==> config.mk <==
export PLATFORM = sky130hd
export DESIGN_NAME = exec_top
export DESIGN_NICKNAME = d
export VERILOG_FILES = /design/src/rtl/exec_pkg.sv /design/src/rtl/lock_if.sv /design/src/rtl/alu.sv /design/src/rtl/exec_top.sv /design/src/rtl/execute_unit.sv /design/src/rtl/load_scoreboard.sv
export SDC_FILE = /design/constraint.sdc
export NUM_CORES = 1
export LEC_CHECK = 0
export BUFFER_PORTS_ARGS = -buffer_cell sky130_fd_sc_hd__buf_4
export CAP_MARGIN = 15
export CELL_PAD_IN_SITES_DETAIL_PLACEMENT = 1
export CELL_PAD_IN_SITES_GLOBAL_PLACEMENT = 2
export CORE_ASPECT_RATIO = 2
export CORE_UTILIZATION = 25
export CTS_CLUSTER_SIZE = 14
export DETAILED_ROUTE_END_ITERATION = 8
export PLACE_DENSITY_LB_ADDON = 0.1
export SLEW_MARGIN = 20
export SYNTH_ARGS = -nofsm -noshare
export SYNTH_HDL_FRONTEND = slang
export SYNTH_HIERARCHICAL = 1
export SYNTH_SLANG_ARGS = --single-unit
==> constraint.sdc <==
create_clock -name clock -period 10.5 [get_ports clock]
set_clock_uncertainty 0.1 [all_clocks]
set_input_delay 1.05 -clock clock [delete_from_list [all_inputs] [get_ports clock]]
set_output_delay 1.05 -clock clock [all_outputs]
set_load 0.02 [all_outputs]
==> src/rtl/exec_pkg.sv <==
package exec_pkg;

    // ------------------------------------------------------------------------
    // widths and constants
    // ------------------------------------------------------------------------

    localparam int unsigned XLEN      = 32;
    localparam int unsigned REG_IDX_W = 4;
    localparam int unsigned SHAMT_W   = 5;

    // RV32E register file size
    localparam int unsigned NUM_REGS  = 16;

    typedef logic [XLEN-1:0]      word_t;
    typedef logic [REG_IDX_W-1:0] reg_idx_t;

    // sequential fetch increment
    localparam word_t PC_STEP = 32'd4;

    // ------------------------------------------------------------------------
    // decoded operation
    // ------------------------------------------------------------------------

    typedef enum logic [4:0] {
        ADD,
        SUB,
        SLL,
        SLT,
        SLTU,
        XOR,
        SRL,
        SRA,
        OR,
        AND,
        LUI,
        AUIPC,
        JAL,
        JALR,
        BEQ,
        BNE,
        BLT,
        BGE,
        BLTU,
        BGEU,
        LOAD,
        STORE
    } exec_op_e;

    // memory access width
    typedef enum logic [1:0] {
        MEM_BYTE,
        MEM_HALF,
        MEM_WORD
    } mem_size_e;

    // ------------------------------------------------------------------------
    // alu function select
    // ------------------------------------------------------------------------

    typedef enum logic [3:0] {
        FN_ADD,
        FN_SUB,
        FN_SLL,
        FN_SLT,
        FN_SLTU,
        FN_XOR,
        FN_SRL,
        FN_SRA,
        FN_OR,
        FN_AND,
        // branch compares, drive cond
        FN_EQ,
        FN_NE,
        FN_LT,
        FN_GE,
        FN_LTU,
        FN_GEU
    } alu_fn_e;

endpackage

==> src/rtl/lock_if.sv <==
`timescale 1ns/1ps

interface lock_if;
    import exec_pkg::*;

    // issue side, from the execute unit
    logic     accept;
    logic     is_load;
    reg_idx_t dest;
    reg_idx_t src1;
    reg_idx_t src2;

    // write-back completion
    logic     wb_done;
    reg_idx_t wb_rd;

    // back to the execute unit
    logic     hazard;

    modport unit (
        output accept,
        output is_load,
        output dest,
        output src1,
        output src2,
        input  hazard
    );

    modport board (
        input  accept,
        input  is_load,
        input  dest,
        input  src1,
        input  src2,
        input  wb_done,
        input  wb_rd,
        output hazard
    );

endinterface

==> src/rtl/alu.sv <==
`timescale 1ns/1ps

module alu (
    input  exec_pkg::word_t   a,
    input  exec_pkg::word_t   b,
    input  exec_pkg::alu_fn_e fn,
    output exec_pkg::word_t   y,
    output logic              cond
);
    import exec_pkg::*;

    logic               eq;
    logic               lt;
    logic               ltu;
    logic [SHAMT_W-1:0] shamt;

    // shared comparators, used by slt and the branches
    assign eq    = (a == b);
    assign lt    = ($signed(a) < $signed(b));
    assign ltu   = (a < b);
    assign shamt = b[SHAMT_W-1:0];

    // ------------------------------------------------------------------------
    // result
    // ------------------------------------------------------------------------

    always_comb begin
        case (fn)
            FN_SUB: begin
                y = a - b;
            end
            FN_SLL: begin
                y = a << shamt;
            end
            FN_SLT: begin
                y = {{(XLEN-1){1'b0}}, lt};
            end
            FN_SLTU: begin
                y = {{(XLEN-1){1'b0}}, ltu};
            end
            FN_XOR: begin
                y = a ^ b;
            end
            FN_SRL: begin
                y = a >> shamt;
            end
            FN_SRA: begin
                y = word_t'($signed(a) >>> shamt);
            end
            FN_OR: begin
                y = a | b;
            end
            FN_AND: begin
                y = a & b;
            end
            // add, and the value seen on branch compares
            default: begin
                y = a + b;
            end
        endcase
    end

    // ------------------------------------------------------------------------
    // branch condition
    // ------------------------------------------------------------------------

    always_comb begin
        case (fn)
            FN_EQ:   cond = eq;
            FN_NE:   cond = ~eq;
            FN_LT:   cond = lt;
            FN_GE:   cond = ~lt;
            FN_LTU:  cond = ltu;
            FN_GEU:  cond = ~ltu;
            default: cond = 1'b0;
        endcase
    end

endmodule

==> src/rtl/exec_top.sv <==
`timescale 1ns/1ps

module exec_top (
    input  logic                clock,
    input  logic                reset,

    // issue
    input  logic                issue_valid,
    output logic                issue_ready,
    input  exec_pkg::exec_op_e  op,
    input  logic                use_imm,
    input  exec_pkg::mem_size_e issue_size,
    input  logic                issue_unsigned,
    input  exec_pkg::reg_idx_t  rd,
    input  exec_pkg::reg_idx_t  rs1_idx,
    input  exec_pkg::reg_idx_t  rs2_idx,
    input  exec_pkg::word_t     pc,
    input  exec_pkg::word_t     imm,
    input  exec_pkg::word_t     rs1,
    input  exec_pkg::word_t     rs2,

    // result to memory / write-back
    output logic                result_valid,
    input  logic                result_ready,
    output exec_pkg::reg_idx_t  result_rd,
    output exec_pkg::word_t     result_value,
    output logic                reg_write,
    output logic                mem_enable,
    output logic                mem_write,
    output exec_pkg::word_t     mem_addr,
    output exec_pkg::word_t     mem_wdata,
    output exec_pkg::mem_size_e mem_size,
    output logic                mem_unsigned,
    output exec_pkg::word_t     next_pc,

    // write-back completion
    input  logic                wb_done,
    input  exec_pkg::reg_idx_t  wb_rd
);

    lock_if lock_bus ();

    // completion goes straight to the scoreboard
    assign lock_bus.wb_done = wb_done;
    assign lock_bus.wb_rd   = wb_rd;

    execute_unit u_execute_unit (
        .clock          (clock),
        .reset          (reset),
        .issue_valid    (issue_valid),
        .issue_ready    (issue_ready),
        .op             (op),
        .use_imm        (use_imm),
        .issue_size     (issue_size),
        .issue_unsigned (issue_unsigned),
        .rd             (rd),
        .rs1_idx        (rs1_idx),
        .rs2_idx        (rs2_idx),
        .pc             (pc),
        .imm            (imm),
        .rs1            (rs1),
        .rs2            (rs2),
        .result_valid   (result_valid),
        .result_ready   (result_ready),
        .result_rd      (result_rd),
        .result_value   (result_value),
        .reg_write      (reg_write),
        .mem_enable     (mem_enable),
        .mem_write      (mem_write),
        .mem_addr       (mem_addr),
        .mem_wdata      (mem_wdata),
        .mem_size       (mem_size),
        .mem_unsigned   (mem_unsigned),
        .next_pc        (next_pc),
        .lock           (lock_bus.unit)
    );

    load_scoreboard u_load_scoreboard (
        .clock (clock),
        .reset (reset),
        .lock  (lock_bus.board)
    );

endmodule

==> src/rtl/execute_unit.sv <==
`timescale 1ns/1ps

module execute_unit (
    input  logic                clock,
    input  logic                reset,

    input  logic                issue_valid,
    output logic                issue_ready,
    input  exec_pkg::exec_op_e  op,
    input  logic                use_imm,
    input  exec_pkg::mem_size_e issue_size,
    input  logic                issue_unsigned,
    input  exec_pkg::reg_idx_t  rd,
    input  exec_pkg::reg_idx_t  rs1_idx,
    input  exec_pkg::reg_idx_t  rs2_idx,
    input  exec_pkg::word_t     pc,
    input  exec_pkg::word_t     imm,
    input  exec_pkg::word_t     rs1,
    input  exec_pkg::word_t     rs2,

    output logic                result_valid,
    input  logic                result_ready,
    output exec_pkg::reg_idx_t  result_rd,
    output exec_pkg::word_t     result_value,
    output logic                reg_write,
    output logic                mem_enable,
    output logic                mem_write,
    output exec_pkg::word_t     mem_addr,
    output exec_pkg::word_t     mem_wdata,
    output exec_pkg::mem_size_e mem_size,
    output logic                mem_unsigned,
    output exec_pkg::word_t     next_pc,

    lock_if.unit                lock
);
    import exec_pkg::*;

    typedef enum logic [1:0] {
        ST_IDLE,
        ST_ALU,
        ST_PC,
        ST_DONE
    } state_e;

    state_e    state;
    logic      accept;

    // latched instruction
    exec_op_e  op_q;
    reg_idx_t  rd_q;
    word_t     pc_q;
    word_t     imm_q;
    word_t     rs1_q;
    word_t     rs2_q;
    mem_size_e size_q;
    logic      unsigned_q;

    // phase-one operands
    word_t     opa_q;
    word_t     opb_q;
    alu_fn_e   fn_q;

    word_t     value_q;
    logic      cond_q;
    word_t     npc_q;

    word_t     alu_a;
    word_t     alu_b;
    alu_fn_e   alu_fn;
    word_t     alu_y;
    logic      alu_cond;

    logic      is_branch;
    logic      taken;
    logic      writes_reg;

    function automatic alu_fn_e fn_of(input exec_op_e o);
        case (o)
            SUB:     return FN_SUB;
            SLL:     return FN_SLL;
            SLT:     return FN_SLT;
            SLTU:    return FN_SLTU;
            XOR:     return FN_XOR;
            SRL:     return FN_SRL;
            SRA:     return FN_SRA;
            OR:      return FN_OR;
            AND:     return FN_AND;
            BEQ:     return FN_EQ;
            BNE:     return FN_NE;
            BLT:     return FN_LT;
            BGE:     return FN_GE;
            BLTU:    return FN_LTU;
            BGEU:    return FN_GEU;
            default: return FN_ADD;
        endcase
    endfunction

    // ------------------------------------------------------------------------
    // issue handshake and lock port
    // ------------------------------------------------------------------------

    assign issue_ready  = (state == ST_IDLE) && !lock.hazard;
    assign accept       = issue_valid && issue_ready;

    assign lock.accept  = accept;
    assign lock.is_load = (op == LOAD);
    assign lock.dest    = rd;
    assign lock.src1    = rs1_idx;
    assign lock.src2    = rs2_idx;

    // ------------------------------------------------------------------------
    // sequencer
    // ------------------------------------------------------------------------

    always_ff @(posedge clock) begin
        if (reset) begin
            state <= ST_IDLE;
        end else begin
            case (state)
                ST_IDLE: if (accept) state <= ST_ALU;
                ST_ALU:  state <= ST_PC;
                ST_PC:   state <= ST_DONE;
                ST_DONE: if (result_ready) state <= ST_IDLE;
                default: state <= ST_IDLE;
            endcase
        end
    end

    // latch instruction and pick phase-one operands
    always_ff @(posedge clock) begin
        if (accept) begin
            op_q       <= op;
            rd_q       <= rd;
            pc_q       <= pc;
            imm_q      <= imm;
            rs1_q      <= rs1;
            rs2_q      <= rs2;
            size_q     <= issue_size;
            unsigned_q <= issue_unsigned;
            fn_q       <= fn_of(op);
            case (op)
                LUI: begin
                    opa_q <= '0;
                    opb_q <= imm;
                end
                AUIPC: begin
                    opa_q <= pc;
                    opb_q <= imm;
                end
                // link value
                JAL, JALR: begin
                    opa_q <= pc;
                    opb_q <= PC_STEP;
                end
                LOAD, STORE: begin
                    opa_q <= rs1;
                    opb_q <= imm;
                end
                BEQ, BNE, BLT, BGE, BLTU, BGEU: begin
                    opa_q <= rs1;
                    opb_q <= rs2;
                end
                default: begin
                    opa_q <= rs1;
                    opb_q <= use_imm ? imm : rs2;
                end
            endcase
        end
    end

    // ------------------------------------------------------------------------
    // shared alu, second pass acts as the pc adder
    // ------------------------------------------------------------------------

    assign is_branch = op_q inside {BEQ, BNE, BLT, BGE, BLTU, BGEU};
    assign taken     = (is_branch && cond_q) || (op_q == JAL) || (op_q == JALR);

    always_comb begin
        if (state == ST_PC) begin
            alu_a  = (op_q == JALR) ? rs1_q : pc_q;
            alu_b  = taken ? imm_q : PC_STEP;
            alu_fn = FN_ADD;
        end else begin
            alu_a  = opa_q;
            alu_b  = opb_q;
            alu_fn = fn_q;
        end
    end

    alu u_alu (
        .a    (alu_a),
        .b    (alu_b),
        .fn   (alu_fn),
        .y    (alu_y),
        .cond (alu_cond)
    );

    always_ff @(posedge clock) begin
        if (state == ST_ALU) begin
            value_q <= alu_y;
            cond_q  <= alu_cond;
        end
        if (state == ST_PC) begin
            // jalr target is halfword aligned
            npc_q <= (op_q == JALR) ? {alu_y[XLEN-1:1], 1'b0} : alu_y;
        end
    end

    // ------------------------------------------------------------------------
    // result port, held until result_ready
    // ------------------------------------------------------------------------

    assign writes_reg   = !(is_branch || (op_q == STORE));

    assign result_valid = (state == ST_DONE);
    assign result_rd    = rd_q;
    assign result_value = value_q;
    assign reg_write    = writes_reg && (rd_q != '0);
    assign mem_enable   = (op_q == LOAD) || (op_q == STORE);
    assign mem_write    = (op_q == STORE);
    assign mem_addr     = value_q;
    assign mem_wdata    = rs2_q;
    assign mem_size     = size_q;
    assign mem_unsigned = unsigned_q;
    assign next_pc      = npc_q;

endmodule

==> src/rtl/load_scoreboard.sv <==
`timescale 1ns/1ps

module load_scoreboard (
    input  logic  clock,
    input  logic  reset,
    lock_if.board lock
);
    import exec_pkg::*;

    logic [NUM_REGS-1:0] locked;
    logic [NUM_REGS-1:0] set_mask;
    logic [NUM_REGS-1:0] clear_mask;

    function automatic logic [NUM_REGS-1:0] reg_bit(input reg_idx_t idx);
        logic [NUM_REGS-1:0] mask;
        mask      = '0;
        mask[idx] = 1'b1;
        return mask;
    endfunction

    // x0 is never written, so a load to it takes no lock
    always_comb begin
        set_mask = '0;
        if (lock.accept && lock.is_load && (lock.dest != '0)) begin
            set_mask = reg_bit(lock.dest);
        end
    end

    always_comb begin
        clear_mask = '0;
        if (lock.wb_done) begin
            clear_mask = reg_bit(lock.wb_rd);
        end
    end

    // clear applied after set, so a same-cycle release wins
    always_ff @(posedge clock) begin
        if (reset) begin
            locked <= '0;
        end else begin
            locked <= (locked | set_mask) & ~clear_mask;
        end
    end

    // dest checked too, keeps write order behind the pending load
    assign lock.hazard = locked[lock.dest] | locked[lock.src1] | locked[lock.src2];

endmodule

After elaboration in Yosys (flattened, before gate mapping) --
Memories as Yosys holds them, arrays and structs flattened. A register that Yosys moved wholly into a read port is not among the register bits. Index checks and enable logic that the tools add are counted.
Storage, ports and cells: register bits after elaboration 287, latch bits 0, memory bits (writable) 0, bits in read-only memories 128, input port bits 158, logic and storage cells 132, memories kept 1
Operators by class: add/subtract/negate cells 2, $mul 0, divide/modulo/power cells 0, magnitude comparators 8, equality and inequality tests 43, shift-type cells 3, multiplexer cells 25, bitwise gates (word level) 11, reduce and logical (&&, ||, !) cells 23
Memory list:
- (no name shown) | words 32, bits a word 4, read ports 1, clocked after Yosys merged registers in 1, wr ports 0, RTL line execute_unit.sv:78 | case (o)
Operators with widths (number):
- $pmux W32 S9 | 1
- $mux W32 | 5
- $pmux W32 S3 | 1
- $lt A32 B32 Y1 | 2
- $pmux W32 S2 | 1
- $eq A5 B5 Y1 const B | 12
- $eq A5 B4 Y1 const B | 10
- $add A32 B32 Y32 | 1
- $and A32 B32 Y32 | 1
- $eq A32 B32 Y1 | 1
- $eq A4 B4 Y1 const B | 8
- $mux W16 | 2
- $or A32 B32 Y32 | 1
- $shl A32 B5 Y32 | 1
- $shr A32 B5 Y32 | 1
- $sshr A32 B5 Y32 | 1
- $sub A32 B32 Y32 | 1
- $xor A32 B32 Y32 | 1
- $lt A4 B5 Y1 const B | 4
- $and A16 B16 Y16 | 1
- $eq A4 B3 Y1 const B | 4
- $not A16 Y16 | 1
- $or A16 B16 Y16 | 1
- $bmux W1 S4 | 3
- other kinds (25) | 50

Logic depth before layout (Yosys ltp) --
depth after elaboration 12, gate-level depth with buffers 21, depth with buffers taken out 16

Cells and area by module --
Netlist, hierarchy kept.
Modules (own cells, without submodules):
- execute_unit | instances 1, cells each 651, area an instance 10936.7 um^2, sequential area each 8237.9 um^2
- alu | instances 1, cells each 1365, area an instance 8929.8 um^2, sequential area each 0.0 um^2
- load_scoreboard | instances 1, cells each 90, area an instance 1009.7 um^2, sequential area each 320.3 um^2

Least setup slack after synthesis --
No wires, ideal clock.
path kind input to register, from input port rs1_idx[2], to register u_load_scoreboard.locked[15], arrival time 9.361 ns, data required time 10.309 ns, slack 0.949 ns, stages on the path 10, buffers on the path 1, cells stage by stage buf_4 -> mux4_1 -> mux4_2 -> or4_1 -> nor2b_1 -> and2_1 -> nand2_1 -> nor3_1 -> a31oi_1 -> a311oi_1
On the way: cells in the longest elaborated chain, start to end 12
RTL lines:
- from (decl) | RTL line exec_top.sv:15 | input exec_pkg::reg_idx_t rs1_idx,
- $bmux W1 S4 | RTL line load_scoreboard.sv:46 | assign lock.hazard = locked[lock.dest] | locked[lock.src1] | locked[lock.src2];
- $mux W1 (implied by the code) | RTL line load_scoreboard.sv:46
- $or A1 B1 Y1 (2 in a row) | RTL line load_scoreboard.sv:46
- net lock_bus.hazard | RTL line lock_if.sv:18 | logic hazard;
- $logic_not A1 Y1 | RTL line execute_unit.sv:102 | assign issue_ready = (state == ST_IDLE) && !lock.hazard;
- $logic_and A1 B1 Y1 | RTL line execute_unit.sv:102
- net issue_ready | RTL line exec_top.sv:9 | output logic issue_ready,
- $logic_and A1 B1 Y1 | RTL line execute_unit.sv:103 | assign accept = issue_valid && issue_ready;
- net lock_bus.accept | RTL line lock_if.sv:7 | logic accept;
- $logic_and A1 B1 Y1 (2 in a row) | RTL line load_scoreboard.sv:24 | if (lock.accept && lock.is_load && (lock.dest != '0)) begin
- $mux W16 | RTL line load_scoreboard.sv:24
- $or A16 B16 Y16 | RTL line load_scoreboard.sv:41 | locked <= (locked | set_mask) & ~clear_mask;
- $and A16 B16 Y16 | RTL line load_scoreboard.sv:41
- to (signal assigned) | RTL line load_scoreboard.sv:41
- to (decl) | RTL line load_scoreboard.sv:10 | logic [NUM_REGS-1:0] locked;
The timed path passes the listed nets, and every way through them passes these cells. The select of a mux whose other input is x is not followed. A chain may end at the register's enable or synchronous reset.

Worst setup path in the final report --
from register u_execute_unit.state[0], to register u_execute_unit.npc_q[0] (netlist: u_execute_unit/next_pc[0]), data pin
On the way: cells in the longest elaborated chain, start to end 4
RTL lines:
- from (decl) | RTL line execute_unit.sv:45 | state_e state;
- from (signal assigned) | RTL line execute_unit.sv:117 | state <= ST_IDLE;
- from (signal assigned) | RTL line execute_unit.sv:120 | ST_IDLE: if (accept) state <= ST_ALU;
- from (signal assigned) | RTL line execute_unit.sv:121 | ST_ALU: state <= ST_PC;
- $eq A2 B2 Y1 * | RTL line execute_unit.sv:179 | if (state == ST_PC) begin
- $mux W32 * | RTL line execute_unit.sv:179
- net u_execute_unit.alu_b[2] | RTL line execute_unit.sv:68 | word_t alu_b;
- $lt A32 B32 Y1 (tied with other cells) | RTL line alu.sv:20 | assign ltu = (a < b);
- $pmux W32 S9 * | RTL line alu.sv:28 | case (fn)
- net u_execute_unit.alu_y[0] | RTL line execute_unit.sv:70 | word_t alu_y;
- to (signal assigned) | RTL line execute_unit.sv:205 | npc_q <= (op_q == JALR) ? {alu_y[XLEN-1:1], 1'b0} : alu_y;
- to (decl) | RTL line execute_unit.sv:65 | word_t npc_q;
Mark *: on every way through the listed nets, which the timed path passes. The rest lies on a longest branch.

==> run summary <==
Row count -> 149
Worst path required time -> 10,900 ps
Clock-pin slew on the worst setup and hold paths -> 70 ps
Leading area contributor after synthesis -> edfxtp_1
Layout cell share with drive strength beyond 1 -> 21.58%
Tot Pwr -> 9.864 mW
Remaining DRCs -> 33
Mapped Avg Cell Area -> 9.913 um^2
Final setup TNS -> 0 ps
Post-synth EDFFs -> 273
Core area -> 82,590 um^2
Die height -> 410.7 um
Fmax -> 154.8 MHz
Nets -> 2,580
Crit path time final -> 6460 ps
Ys async rst share -> 0%
Startpoint types -> flip-flop
Htree depth -> 1
Top cell type's share of synthesized area -> 39.27%
CTS tree -> yes
Endpoints failing hold -> 0
Largest net degree at the start of global routing -> 77
1st-pass router iterations -> 7
Number of library cell types mapped by synthesis -> 95
Final Hold Slack -> 388.5 ps
Post-synthesis net count -> 2,370
Cells after Synth -> 2,106
HP Class -> reg -> reg
Clock sink count -> 291
RSZ-0062 raised after global routing -> false
Area growth syn-to-layout -> 19.81%
Max Buffers Root-to-Sink -> 3
Critical Path Fanout Max -> 54
Cell Area, Synth -> 20,880 um^2
Num CTS Buffers -> 31
Synth warnings -> 6
Worst slew pin tran -> 1074 ps
Antenna cells -> 0
Synth Flop Type -> edfxtp_1
Vias per std cell -> 5.318
Setup Crit Path Kind -> reg -> reg
Slew HR -> 27.68%
Fillcell total -> 9,425
Via count -> 18,060
Global routing's busiest layer -> met2
Slew Viols, Final -> 0
Seq/Total Area, Yosys -> 40.99%
Post-cts sizing count -> 0
Met1 usage -> 23.24%
Setup crit end kind -> flip-flop
Post-DRT Antenna Nets -> 0
Final period util -> 61.52%
Initial antenna violation count -> 0
Total global-route track usage -> 22.82%
Max-cap violations -> 0
Status -> finished with violations
Clk root buf -> clkbuf_16
Leak -> 9.740 nW
Post-CTS Setup Inserts -> 0
M3 GR Usage -> 2.724%
Port buffer count -> 297
Final wirelength -> 97.12 mm
Endpoints failing setup -> 0
Met2 Use GR -> 42.71%
Drt initial violations -> 929
Die ar. -> 84,740 um^2
GPL Wtd Cong -> 0.9493
Final std cells w/o fill -> 3,397
Avg WL per Cell -> 28.59 um
Synth area leaders -> edfxtp_1, mux2i_1, ha_1
Worst-Skew Late Latency -> 640 ps
Vias in the first global route -> 19,430
First-pass GRT wire length -> 138.9 mm
Congestion Overflow GR -> 0
Ports -> 298
Placed cells -> 3,340
Starting Density -> 25.28%
Power Dens Cells -> 394.4 nW/um^2
Die W -> 206.3 um
#FFs+latches synth -> 291
VDD IR-drop max -> 157.1 uV
CP arrival -> 6860 ps
Failing checks -> DRC
Post-detail-place hpwl -> 77.86 mm
Hold_buf cts -> 0
cell usage after synthesis (13+ instances only):
cell type / instances
edfxtp_1: 273
nor2_1: 217
a21oi_1: 181
nand2_1: 141
mux2i_1: 132
ha_1: 104
inv_1: 104
o21ai_0: 100
clkbuf_1: 76
a22o_1: 65
buf_4: 59
nor3_1: 41
a211oi_1: 36
o211ai_1: 32
nor2b_1: 28
buf_2: 27
a221oi_1: 25
a31oi_1: 25
mux2_2: 24
mux4_2: 24
nand3_1: 24
nand2b_1: 21
dfxtp_1: 18
a21o_1: 17
and2_1: 16
o221ai_1: 16
a221o_1: 15
a211o_1: 13
buf_1: 13
o22ai_1: 13
worst paths after layout:
path | slack, ps | endpoint | from | cells past startpoint
min | 390 | u_load_scoreboard/locked[0] | u_load_scoreboard/locked[0] | 2
max | 4040 | u_execute_unit/next_pc[0] | u_execute_unit/state[0] | 18
min reg2reg | 390 | u_load_scoreboard/locked[0] | u_load_scoreboard/locked[0] | 2
max reg2reg | 4040 | u_execute_unit/next_pc[0] | u_execute_unit/state[0] | 18
logic make-up (layout without fill, tap and decap cells):
| group | Yosys count | count (layout) | share of synthesized area (%) |
|---|---|---|---|
| DFF | 291 | 291 | 40.99 |
| AOI/OAI and AO/OA | 657 | 657 | 21.71 |
| buffers and inverters | 290 | 524 | 6.796 |
| muxes | 186 | 186 | 10.97 |
| and+or+nand+nor | 565 | 565 | 12.65 |
| xor gates and xnor gates | 11 | 11 | 0.4615 |
| adders and majority gates | 106 | 106 | 6.425 |
state kept, by name, indices dropped and copies added, names as in the netlist:
register                     count
u_execute_unit/cond_q            1
u_execute_unit/fn_q              4
u_execute_unit/imm_q            32
u_execute_unit/mem_addr         32
u_execute_unit/mem_size          2
u_execute_unit/mem_unsigned      1
u_execute_unit/mem_wdata        32
u_execute_unit/next_pc          32
u_execute_unit/op_q              5
u_execute_unit/opa_q            32
u_execute_unit/opb_q            32
u_execute_unit/pc_q             32
u_execute_unit/result_rd         4
u_execute_unit/rs1_q            32
u_execute_unit/state             2
u_load_scoreboard/locked        16
power by group:
part | internal (mW) | switching [mW]
clock | 0.675 | 0.494
sequential | 1.78 | 0.128
combinational | 2.17 | 4.61
total | 4.63 | 5.23
metrics by stage:
stage / util (%) / worst slack, ps / instance area, um^2
global placement: 29.00 / 3676 / 23950
finish: 30.29 / 4040 / 25010
floorplan: - / 948.5 / 20880
CTS: 30.29 / 3954 / 25010
global route: 30.29 / 3539 / 25010
detailed placement: 29.01 / 4021 / 23960
cell type report:
class | count | area (um^2) | share of cell area, %
Multi-Input combinational cell | 1525 | 10960 | 43.83
Sequential cell | 291 | 8558 | 34.22
Timing Repair Buffer | 362 | 2718 | 10.86
Tap cell | 1057 | 1323 | 5.287
Clock buffer | 38 | 812.0 | 3.246
Inverter | 105 | 394.1 | 1.576
Clock inverter | 19 | 244.0 | 0.9754
routing by layer:
metal  part of all wire [%]  vias up
li1                       -     8350
met1                     35     9036
met2                     54      507
met3                    3.5      171
met4                    7.5        0
met5                      0        -
cell usage in the layout (no fill, tap or decap), types with 28 or more instances in the layout:
cell type,Yosys,routed
a211oi_1,36,36
a21oi_1,181,181
nor2_1,217,213
nor3_1,41,40
mux2i_1,132,132
a22o_1,65,65
o21ai_0,100,100
ha_1,104,102
buf_4,59,362
nor2b_1,28,28
clkbuf_16,0,31
edfxtp_1,273,273
inv_1,104,103
o211ai_1,32,32
nand2_1,141,140
worst max-delay path, cell delays in order, from the launching register on:
cell and delay (ps):
dfxtp_1 340, inv_1 150, ha_4 610, o311a_1 280
buf_4 450, a211o_2 200, buf_4 340, inv_1 110
buf_4 330, ha_1 320, o21bai_1 240, a2111oi_0 670
or4_1 310, a21oi_2 80, o32ai_2 600, o221a_4 380
o221ai_4 120, o31ai_1 420, nor2b_1 170
(Power assumes the default switching activity.)
